`config.mk`:
```
export PLATFORM = sky130hd
export DESIGN_NAME = snake_display_top
export DESIGN_NICKNAME = d
export VERILOG_FILES = /design/src/logic/snake_grid_pkg.sv /design/src/logic/snake_bus_pkg.sv /design/src/logic/scene_if.sv /design/src/logic/update_queue_if.sv /design/src/logic/cell_classifier.sv /design/src/logic/frame_tracker.sv /design/src/logic/update_fifo.sv /design/src/logic/apb_game_regs.sv /design/src/logic/snake_display_top.sv
export SDC_FILE = /design/constraint.sdc
export NUM_CORES = 2
export LEC_CHECK = 0
export ABC_AREA = 1
export BUFFER_PORTS_ARGS = -buffer_cell sky130_fd_sc_hd__buf_2
export CAP_MARGIN = 20
export CORE_MARGIN = 8
export CORE_UTILIZATION = 53
export DETAILED_ROUTE_END_ITERATION = 10
export PLACE_DENSITY = 0.78
export RECOVER_POWER = 50
export SETUP_SLACK_MARGIN = 0.5
export SYNTH_ARGS = -nofsm -noshare
export SYNTH_HDL_FRONTEND = slang
export SYNTH_SLANG_ARGS = --single-unit
```
`constraint.sdc`:
```
create_clock -name clk -period 14.4 [get_ports clk]
set_clock_uncertainty 0.05 [all_clocks]
set_input_delay 1.44 -clock clk [delete_from_list [all_inputs] [get_ports clk]]
set_output_delay 1.44 -clock clk [all_outputs]
set_load 0.01 [all_outputs]
```
`src/logic/snake_grid_pkg.sv`:
```
package snake_grid_pkg;

    // Playfield size in cells
    localparam int grid_w = 16;
    localparam int grid_h = 12;
    localparam int cell_count = grid_w * grid_h;

    localparam int coord_w = 4;     // Bits for one coordinate
    localparam int cell_idx_w = 8;  // Flat cell index, y * grid_w + x

    // What a cell can hold, in falling priority border, head, body, apple
    typedef enum logic [2:0] {
        blank      = 3'd0,
        snake_head = 3'd1,
        snake_body = 3'd2,
        apple_c    = 3'd3,
        border_c   = 3'd4
    } obj_code_t;

    // One change for the drawing engine, 11 bits
    typedef struct packed {
        obj_code_t          obj_code;
        logic [coord_w-1:0] y;
        logic [coord_w-1:0] x;
    } update_rec_t;

    localparam int fifo_depth = 64;
    localparam int fifo_ptr_w = 6;
    localparam int fifo_count_w = 7;  // Must hold fifo_depth itself

endpackage

```
`src/logic/snake_bus_pkg.sv`:
```
package snake_bus_pkg;

    localparam int apb_addr_w = 8;
    localparam int apb_data_w = 32;

    // Register map
    localparam logic [apb_addr_w-1:0] addr_ctrl   = 8'h00;
    localparam logic [apb_addr_w-1:0] addr_head   = 8'h04;
    localparam logic [apb_addr_w-1:0] addr_apple  = 8'h08;
    localparam logic [apb_addr_w-1:0] addr_body   = 8'h0C;  // Write only
    localparam logic [apb_addr_w-1:0] addr_status = 8'h10;
    localparam logic [apb_addr_w-1:0] addr_update = 8'h14;  // Read pops the queue

    localparam int ctrl_scan_en = 0;

    // Position layout shared by head, apple and body
    localparam int pos_x_lsb = 0;
    localparam int pos_y_lsb = 4;
    localparam int body_set_bit = 8;

    // Status layout
    localparam int stat_count_lsb = 0;
    localparam int stat_frame_lsb = 16;
    localparam int frame_cnt_w = 8;

    localparam int upd_valid_bit = 31;

endpackage

```
`src/logic/scene_if.sv`:
```
`timescale 1ns/1ps

// Scene as written by the host, seen by the classifier
interface scene_if
    import snake_grid_pkg::*;
();

    logic [coord_w-1:0]    head_x;
    logic [coord_w-1:0]    head_y;
    logic [coord_w-1:0]    apple_x;
    logic [coord_w-1:0]    apple_y;
    logic [cell_count-1:0] body;  // Bit y * grid_w + x

    modport regs (
        output head_x,
        output head_y,
        output apple_x,
        output apple_y,
        output body
    );

    modport classifier (
        input head_x,
        input head_y,
        input apple_x,
        input apple_y,
        input body
    );

endinterface

```
`src/logic/update_queue_if.sv`:
```
`timescale 1ns/1ps

// Drain side of the update queue
interface update_queue_if
    import snake_grid_pkg::*;
();

    logic                    pop;    // One-cycle pulse, only while not empty
    update_rec_t             rec;    // Head of queue, valid when not empty
    logic                    empty;
    logic [fifo_count_w-1:0] count;

    modport regs (
        output pop,
        input  rec,
        input  empty,
        input  count
    );

    modport fifo (
        input  pop,
        output rec,
        output empty,
        output count
    );

endinterface

```
`src/logic/cell_classifier.sv`:
```
`timescale 1ns/1ps

module cell_classifier
    import snake_grid_pkg::*;
(
    input  logic [3:0]         x,
    input  logic [3:0]         y,
    scene_if.classifier        scene,
    output logic               border,
    output logic               head,
    output logic               body,
    output logic               apple
);

    logic [cell_idx_w-1:0] cell_idx;

    // Flat index into the body bitmap
    assign cell_idx = cell_idx_w'(y) * cell_idx_w'(grid_w) + cell_idx_w'(x);

    // The outer ring of the grid is always wall
    assign border = (x == '0) || (x == coord_w'(grid_w - 1)) ||
                    (y == '0) || (y == coord_w'(grid_h - 1));

    assign head  = (x == scene.head_x) && (y == scene.head_y);
    assign apple = (x == scene.apple_x) && (y == scene.apple_y);

    // The scanner never leaves the grid, so the index stays below cell_count
    assign body = scene.body[cell_idx];

endmodule

```
`src/logic/frame_tracker.sv`:
```
`timescale 1ns/1ps

module frame_tracker
    import snake_grid_pkg::*;
(
    input  logic      clk,
    input  logic      nrst,
    input  logic      enable,
    input  logic      border,
    input  logic      head,
    input  logic      body,
    input  logic      apple,
    output obj_code_t obj_code,
    output logic [3:0] x,
    output logic [3:0] y,
    output logic      diff,
    output logic      frame_wrap
);

    // Last code reported for every cell
    obj_code_t frame [grid_h][grid_w];

    logic [coord_w-1:0] cur_x;
    logic [coord_w-1:0] cur_y;
    obj_code_t          new_code;
    obj_code_t          stored_code;
    logic               last_col;
    logic               last_row;

    assign last_col = (cur_x == coord_w'(grid_w - 1));
    assign last_row = (cur_y == coord_w'(grid_h - 1));

    assign stored_code = frame[cur_y][cur_x];

    // Resolve the flags by priority
    always_comb begin
        if (border) begin
            new_code = border_c;
        end else if (head) begin
            new_code = snake_head;
        end else if (body) begin
            new_code = snake_body;
        end else if (apple) begin
            new_code = apple_c;
        end else begin
            new_code = blank;
        end
    end

    assign obj_code = new_code;

    // Only a cell that is actually stepped over counts as a change
    assign diff = enable && (new_code != stored_code);

    assign frame_wrap = enable && last_col && last_row;  // Step from the last cell back to (0,0)

    always_ff @(posedge clk, negedge nrst) begin
        if (!nrst) begin
            frame <= '{default: blank};
        end else if (enable) begin
            frame[cur_y][cur_x] <= new_code;
        end
    end

    // Scan position, x runs fastest
    always_ff @(posedge clk, negedge nrst) begin
        if (!nrst) begin
            cur_x <= '0;
            cur_y <= '0;
        end else if (enable) begin
            if (last_col) begin
                cur_x <= '0;
                cur_y <= last_row ? '0 : cur_y + 1'b1;
            end else begin
                cur_x <= cur_x + 1'b1;
            end
        end
    end

    assign x = cur_x;
    assign y = cur_y;

endmodule

```
`src/logic/update_fifo.sv`:
```
`timescale 1ns/1ps

module update_fifo
    import snake_grid_pkg::*;
(
    input  logic        clk,
    input  logic        nrst,
    input  logic        push,
    input  update_rec_t push_rec,
    output logic        full,
    update_queue_if.fifo q
);

    update_rec_t mem [fifo_depth];

    logic [fifo_ptr_w-1:0]   wr_ptr;
    logic [fifo_ptr_w-1:0]   rd_ptr;
    logic [fifo_count_w-1:0] count;
    logic                    empty;
    logic                    do_pop;

    assign empty = (count == '0);
    assign full  = (count == fifo_count_w'(fifo_depth));

    // A stray pop on an empty queue is ignored
    assign do_pop = q.pop && !empty;

    always_ff @(posedge clk) begin
        if (push) begin
            mem[wr_ptr] <= push_rec;
        end
    end

    // Pointers wrap on their own since the depth is a power of two
    always_ff @(posedge clk, negedge nrst) begin
        if (!nrst) begin
            wr_ptr <= '0;
            rd_ptr <= '0;
            count  <= '0;
        end else begin
            if (push) wr_ptr <= wr_ptr + 1'b1;
            if (do_pop) rd_ptr <= rd_ptr + 1'b1;
            case ({push, do_pop})
                2'b10:   count <= count + 1'b1;
                2'b01:   count <= count - 1'b1;
                default: count <= count;  // Both or neither leave the level as is
            endcase
        end
    end

    assign q.rec   = mem[rd_ptr];
    assign q.empty = empty;
    assign q.count = count;

endmodule

```
`src/logic/apb_game_regs.sv`:
```
`timescale 1ns/1ps

module apb_game_regs
    import snake_grid_pkg::*;
    import snake_bus_pkg::*;
(
    input  logic                  clk,
    input  logic                  nrst,
    input  logic                  psel,
    input  logic                  penable,
    input  logic                  pwrite,
    input  logic [7:0]            paddr,
    input  logic [31:0]           pwdata,
    input  logic                  frame_wrap,
    output logic [31:0]           prdata,
    output logic                  pready,
    output logic                  pslverr,
    output logic                  scan_en,
    output logic                  irq,
    scene_if.regs                 scene,
    update_queue_if.regs          q
);

    logic                   access;
    logic                   wr_en;
    logic                   rd_en;
    logic                   addr_ok;
    logic [apb_data_w-1:0]  rd_data;
    logic [frame_cnt_w-1:0] frame_cnt;
    logic [coord_w-1:0]     wr_x;
    logic [coord_w-1:0]     wr_y;
    logic [cell_idx_w-1:0]  body_idx;

    assign access = psel && penable;
    assign wr_en  = access && pwrite;
    assign rd_en  = access && !pwrite;

    assign wr_x = pwdata[pos_x_lsb +: coord_w];
    assign wr_y = pwdata[pos_y_lsb +: coord_w];
    assign body_idx = cell_idx_w'(wr_y) * cell_idx_w'(grid_w) + cell_idx_w'(wr_x);

    // Writes land on the edge that closes the access phase
    always_ff @(posedge clk, negedge nrst) begin
        if (!nrst) begin
            scan_en       <= 1'b0;
            scene.head_x  <= '0;
            scene.head_y  <= '0;
            scene.apple_x <= '0;
            scene.apple_y <= '0;
            scene.body    <= '0;
        end else if (wr_en) begin
            case (paddr)
                addr_ctrl: scan_en <= pwdata[ctrl_scan_en];
                addr_head: begin
                    scene.head_x <= wr_x;
                    scene.head_y <= wr_y;
                end
                addr_apple: begin
                    scene.apple_x <= wr_x;
                    scene.apple_y <= wr_y;
                end
                addr_body: begin
                    // Rows past the bottom of the grid are dropped
                    if (body_idx < cell_idx_w'(cell_count)) begin
                        scene.body[body_idx] <= pwdata[body_set_bit];
                    end
                end
                default: ;  // Status, update and unmapped addresses hold no writable state
            endcase
        end
    end

    always_ff @(posedge clk, negedge nrst) begin
        if (!nrst) begin
            frame_cnt <= '0;
        end else if (frame_wrap) begin
            frame_cnt <= frame_cnt + 1'b1;  // Wraps modulo 256
        end
    end

    // Read mux, also tells which addresses are mapped
    always_comb begin
        rd_data = '0;
        addr_ok = 1'b1;
        case (paddr)
            addr_ctrl: rd_data[ctrl_scan_en] = scan_en;
            addr_head: begin
                rd_data[pos_x_lsb +: coord_w] = scene.head_x;
                rd_data[pos_y_lsb +: coord_w] = scene.head_y;
            end
            addr_apple: begin
                rd_data[pos_x_lsb +: coord_w] = scene.apple_x;
                rd_data[pos_y_lsb +: coord_w] = scene.apple_y;
            end
            addr_body: ;
            addr_status: begin
                rd_data[stat_count_lsb +: fifo_count_w] = q.count;
                rd_data[stat_frame_lsb +: frame_cnt_w]  = frame_cnt;
            end
            addr_update: begin
                // An empty queue reads back as all zero
                if (!q.empty) begin
                    rd_data[upd_valid_bit]              = 1'b1;
                    rd_data[$bits(update_rec_t)-1:0]    = q.rec;
                end
            end
            default: addr_ok = 1'b0;
        endcase
    end

    assign prdata  = rd_en ? rd_data : '0;
    assign pready  = 1'b1;  // Zero wait states
    assign pslverr = access && (!addr_ok || (!pwrite && (paddr == addr_body)));

    // The record on q.rec in this cycle is the one returned on prdata
    assign q.pop = rd_en && (paddr == addr_update) && !q.empty;

    assign irq = !q.empty;

endmodule

```
`src/logic/snake_display_top.sv`:
```
`timescale 1ns/1ps

module snake_display_top
    import snake_grid_pkg::*;
    import snake_bus_pkg::*;
(
    input  logic                  clk,
    input  logic                  nrst,
    input  logic                  psel,
    input  logic                  penable,
    input  logic                  pwrite,
    input  logic [apb_addr_w-1:0] paddr,
    input  logic [apb_data_w-1:0] pwdata,
    output logic [apb_data_w-1:0] prdata,
    output logic                  pready,
    output logic                  pslverr,
    output logic                  irq
);

    scene_if        scene_bus ();
    update_queue_if queue_bus ();

    logic               scan_en;
    logic               enable;
    logic               full;
    logic               frame_wrap;
    logic [coord_w-1:0] cell_x;
    logic [coord_w-1:0] cell_y;
    logic               border;
    logic               head;
    logic               body;
    logic               apple;
    logic               diff;
    obj_code_t          obj_code;
    update_rec_t        push_rec;

    // Scan stalls on a full queue so no change is lost
    assign enable = scan_en && !full;

    assign push_rec = '{obj_code: obj_code, y: cell_y, x: cell_x};

    apb_game_regs regs0 (
        .clk        (clk),
        .nrst       (nrst),
        .psel       (psel),
        .penable    (penable),
        .pwrite     (pwrite),
        .paddr      (paddr),
        .pwdata     (pwdata),
        .frame_wrap (frame_wrap),
        .prdata     (prdata),
        .pready     (pready),
        .pslverr    (pslverr),
        .scan_en    (scan_en),
        .irq        (irq),
        .scene      (scene_bus.regs),
        .q          (queue_bus.regs)
    );

    cell_classifier classifier0 (
        .x      (cell_x),
        .y      (cell_y),
        .scene  (scene_bus.classifier),
        .border (border),
        .head   (head),
        .body   (body),
        .apple  (apple)
    );

    frame_tracker tracker0 (
        .clk        (clk),
        .nrst       (nrst),
        .enable     (enable),
        .border     (border),
        .head       (head),
        .body       (body),
        .apple      (apple),
        .obj_code   (obj_code),
        .x          (cell_x),
        .y          (cell_y),
        .diff       (diff),
        .frame_wrap (frame_wrap)
    );

    update_fifo fifo0 (
        .clk      (clk),
        .nrst     (nrst),
        .push     (diff),  // diff is only high on an enabled step
        .push_rec (push_rec),
        .full     (full),
        .q        (queue_bus.fifo)
    );

endmodule

```
==> results.md <==
Status:
- The run finished, with violations left.
- The final reports fail on capacitance limit, slew limit.

Logic synthesis:
- Each instance of the synthesized netlist takes up on average approximately 9.6 µm².
- After synthesis, the netlist uses 52 different library cells.
- The share of the Yosys chip area taken by registers is 0.621.
- In the synthesized netlist the async set-or-reset flop fraction comes to 0.538.
- Of the total synthesized cell area, the portion taken by full adders, half adders and majority gates is 0.00261.
- The main combinational cell family by area after synthesis is simple AND/OR/NAND/NOR gates.
- The dominant register cell in the synthesized netlist is sky130_fd_sc_hd__dfrtp_1.
- The cell area that synthesis handed to floorplanning was 67100 µm².
- The portion of synthesized area spent on multiplexers is 0.0125.
- The flip-flop and latch count after synthesis is 1524.
- Of the total synthesized cell area, the portion taken by XOR and XNOR cells is 0.00457.
- The simple-gate portion of the synthesized area is 0.177.
- Yosys printed 0 warnings.
- The synthesized design contains ~700 enable-type register cells.
- The compound-gate portion of the synthesized area is 0.127.
- The number of instances in the synthesized netlist is 7014.

Run:
- The number of max-cap violations is 24.

Critical path:
- On the critical path, the stage with the largest delay is an instance of sky130_fd_sc_hd__clkbuf_1.
- The critical path runs through a total of 33 cells.
- The dominant delay contributor by cell family on the critical path is buffers and inverters.
- The number of buffer and inverter stages on the critical path is 6.
- STA classifies the critical path endpoint as a flop.
- The data required time at the worst endpoint is 15.00 ns.
- Of all nets on the critical path, the largest fanout is 84.
- STA classifies the critical path startpoint as a flop.
- Data arrives at the worst endpoint at 11.74 ns.
- The delay contributed by the slowest stage of the critical path is 3.12 ns.
- The critical path starts at tracker0.y[0].
- The capture point of the critical path is fifo0.q.count[6].
- The worst register-to-register path has a setup slack of between 3 and 4 ns.
- The critical register-to-register path startpoint is tracker0.y[0].
- The cell count of the worst reg-to-reg path is 33.
- The setup path with the least slack is of type reg -> reg.
- The most numerous cell on the critical path is sky130_fd_sc_hd__nand2_1.
- The endpoint identified for the worst register-to-register timing path is fifo0.q.count[6].

Routing:
- The total number of vias is 52300.
- The per-cell routed wire length is 21.0 µm.
- In this run, the number of DRC markers left after iteration 0 of detailed routing was 6733.
- The final routed DRC violation total is 0.
- In the routed layout, each cell is associated on average with a via count of 6.01.
- The overall routed net length is 182 mm.
- The count of antenna-violating nets left after detailed routing is 0.
- The number of detailed-routing iterations run before antenna repair is 9.

Global routing:
- The via count of the first global-routing pass is 49900.
- The aggregate global-route resource usage is 0.259.
- The first global-routing pass estimated 282 mm of wire.
- For this run the aggregate overflow at the end of global routing stands at 0.
- The pin count of the biggest net entering global routing is approximately 160.
- The number of antenna violations at the first check in global routing is 6.

STA:
- The actual slew at the worst max-slew pin is slightly below 6 ns.
- The final worst slack is ~3.3 ns.
- The shortest clock period the worst path allows after layout is 11.15 ns.
- The ratio of final minimum period to clock period is 0.774.
- The max-slew headroom at the worst pin is -2.97.
- For this run, the top clock speed supported by timing is roughly 0.09 GHz.
- Setup repair after global routing left no endpoint under its margin.
- On the final layout, the worst hold slack is 0.400 ns.
- The post-route setup TNS is 0 ns.
- The number of pins with negative max-slew slack in the final report is 1417.
- The final hold violation count is 0.
- The number of failing setup endpoints in the final timing report is 0.

Floorplan:
- The region available for standard cell placement spans 126000 µm².
- The number of placed I/O pins is 80.
- The initial utilization of the core area, before any placement, comes to 0.534.
- The number of rows created at floorplan is 130.
- The die outline area is around 140000 µm².
- From bottom edge to top edge, the die measures 372 µm.
- The die is 372 µm wide.

Placement:
- At the end of routability-driven placement, the weighted congestion stood at 0.883.
- Once detailed placement completed, the half-perimeter wirelength came to 102 mm.
- The worst setup timing slack at the placement stage is 6.04 ns.
- The count of buffers from port buffering is 43.

Final layout:
- Of the cells placed in the final design, the portion with a size suffix greater than 1 is 0.0721.
- The area overhead of the layout relative to synthesis is 10.1%.
- The number of nets at the end of the flow is 6981.
- The filler cell count in the final layout is 10000.

Clock tree:
- The number of clock buffers inserted by TritonCTS is between 150 and 200.
- The number of gates given a new drive strength after cts is 0.
- CTS built an H-tree with a depth of 4.
- In this run the clock root is driven by a sky130_fd_sc_hd__clkbuf_16.
- TritonCTS built the clock tree.
- Clock latency on the worst-skew pair, taken at its later pin, is approximately 0.8 ns.
- No sink is reached through more buffers than the 3 on the longest clock path.
- The total of hold buffers inserted after clock tree synthesis is 0.
- The number of clock sinks is 1524.
- After clock tree synthesis, the clock-pin slew on the worst setup and hold paths is 0.07 ns.
- Post-CTS timing repair inserted 0 buffers for setup.

Worst hold path:
- The min-delay analysis places its worst path in the category reg -> reg.

Pwr:
- The total power divided by cell area is 125 nW/µm².
- In this run the static leakage power is 30.4 nW.
- The worst-case IR drop observed on VDD is 129 µV.
worst min path at each step:
stage / start / end / slack [ns] / depth (start not counted)
2_1_floorplan: tracker0.frame[47] / tracker0.frame[47] / 0.37 / 2
3_3_place_gp: tracker0.frame[95] / tracker0.frame[95] / 0.38 / 2
3_5_place_dp: tracker0.frame[47] / tracker0.frame[47] / 0.39 / 2
4_1_cts: tracker0.frame[536] / tracker0.frame[536] / 0.40 / 2
5_1_grt: tracker0.frame[386] / tracker0.frame[386] / 0.42 / 2
6_report: tracker0.frame[530] / tracker0.frame[530] / 0.40 / 2
cell usage after synthesis (10+ instances only):
library cell,count,share of area
sky130_fd_sc_hd__nand2_1,1733,0.097
sky130_fd_sc_hd__nor2_1,833,0.047
sky130_fd_sc_hd__dfrtp_1,820,0.31
sky130_fd_sc_hd__edfxtp_1,704,0.32
sky130_fd_sc_hd__o21ai_0,696,0.052
sky130_fd_sc_hd__inv_1,443,0.025
sky130_fd_sc_hd__a21oi_1,299,0.022
sky130_fd_sc_hd__nand3_1,297,0.022
sky130_fd_sc_hd__clkbuf_1,277,0.015
sky130_fd_sc_hd__a31oi_1,142,0.013
sky130_fd_sc_hd__buf_2,113,0.0084
sky130_fd_sc_hd__o32ai_1,108,0.014
sky130_fd_sc_hd__o221ai_1,85,0.011
sky130_fd_sc_hd__o211ai_1,75,0.0084
sky130_fd_sc_hd__mux2i_1,70,0.010
sky130_fd_sc_hd__nor3_1,39,0.0029
sky130_fd_sc_hd__buf_4,38,0.0043
sky130_fd_sc_hd__buf_1,31,0.0017
sky130_fd_sc_hd__or2_2,25,0.0023
sky130_fd_sc_hd__xor2_1,25,0.0033
sky130_fd_sc_hd__nand4_1,23,0.0021
sky130_fd_sc_hd__a22oi_1,14,0.0016
sky130_fd_sc_hd__ha_1,14,0.0026
sky130_fd_sc_hd__mux2_2,12,0.0020
sky130_fd_sc_hd__o21ai_1,11,0.00082
sky130_fd_sc_hd__o22ai_1,10,0.00093
sky130_fd_sc_hd__xnor2_1,10,0.0013
layout make-up:
type / instances / area [µm²] / share of cell area
Timing Repair Buffer: 205 / 1530 / 0.0208
Multi-Input combinational cell: 4587 / 21900 / 0.296
Clock inverter: 63 / 724 / 0.00981
Sequential cell: 1524 / 41700 / 0.564
Clock buffer: 209 / 4260 / 0.0577
Antenna cell: 1 / 2.50 / 0.0000339
Tap cell: 1650 / 2060 / 0.0279
Inverter: 453 / 1720 / 0.0233
kinds of logic (layout without fill, tap and decap cells):
logic type      count (synthesis)  after routing
simple gates                 2981           2981
fa+ha+maj                      14             14
buf+inv                       914            930
flops                        1524           1524
mux                            82             82
other cells                     2             14
compound gates               1462           1462
xor+xnor                       35             35
metrics by stage:
stage                     instances  area, µm²  total power, W   util
after floorplan                7025      67100         0.00509      -
after global placement         8368      68500         0.00531  0.545
after detailed placement       8380      68600         0.00532  0.546
after CTS                      8652      73600         0.00923  0.586
after global routing           8691      73900         0.00948  0.588
final                          8692      73900         0.00923  0.588
tightest hold or removal path, cell delays in order, from the launching register on:
cell and delay (ns):
sky130_fd_sc_hd__dfrtp_1 0.32, sky130_fd_sc_hd__inv_1 0.05, sky130_fd_sc_hd__nand2_1 0.05
state kept, by name (all words and copies together) (netlist names):
signal / count
fifo0.mem: 704
fifo0.wr_ptr: 6
regs0.frame_cnt: 8
regs0.scene.apple_x: 4
tracker0.x: 4
fifo0.q.count: 7
regs0.scene.body: 192
fifo0.rd_ptr: 6
regs0.scene.head_x: 4
regs0.scene.head_y: 4
regs0.scan_en: 1
tracker0.frame: 576
tracker0.y: 4
regs0.scene.apple_y: 4
layer usage:
metal	vias up	part of all wire	track usage
met5	-	0.00015	0
met4	4	0.039	0.105
met3	496	0.11	0.0624
met2	3001	0.46	0.405
met1	25300	0.39	0.349
li1	23500	-	-
cell usage in the layout, fill, tap and decap left out, types with 14 or more instances in the layout:
cell,Yosys,routed
sky130_fd_sc_hd__clkbuf_16,0,155
sky130_fd_sc_hd__dfrtp_1,820,815
sky130_fd_sc_hd__xor2_1,25,25
sky130_fd_sc_hd__a21oi_1,299,299
sky130_fd_sc_hd__a22oi_1,14,14
sky130_fd_sc_hd__mux2i_1,70,70
sky130_fd_sc_hd__nor3_1,39,38
sky130_fd_sc_hd__o211ai_1,75,75
sky130_fd_sc_hd__clkbuf_1,277,59
sky130_fd_sc_hd__edfxtp_1,704,704
sky130_fd_sc_hd__nand4_1,23,23
sky130_fd_sc_hd__buf_2,113,43
sky130_fd_sc_hd__a31oi_1,142,142
sky130_fd_sc_hd__nand2_1,1733,1731
sky130_fd_sc_hd__nor2_1,833,816
sky130_fd_sc_hd__clkbuf_8,0,18
sky130_fd_sc_hd__ha_1,14,14
sky130_fd_sc_hd__inv_1,443,439
sky130_fd_sc_hd__buf_4,38,104
sky130_fd_sc_hd__o221ai_1,85,85
sky130_fd_sc_hd__nand3_1,297,297
sky130_fd_sc_hd__buf_6,2,25
sky130_fd_sc_hd__o32ai_1,108,108
sky130_fd_sc_hd__o21ai_0,696,696
sky130_fd_sc_hd__clkinv_2,0,20
sky130_fd_sc_hd__or2_2,25,24
sky130_fd_sc_hd__nor2_4,3,14
power by group:
part           internal (W)  switching, W  leakage (nW)
clock               0.00225       0.00171          2.40
combinational      0.000157      0.000493          10.8
sequential          0.00459     0.0000274          17.2
total               0.00700       0.00223          30.4
Note: power is estimated with default switching activity, not from simulation.
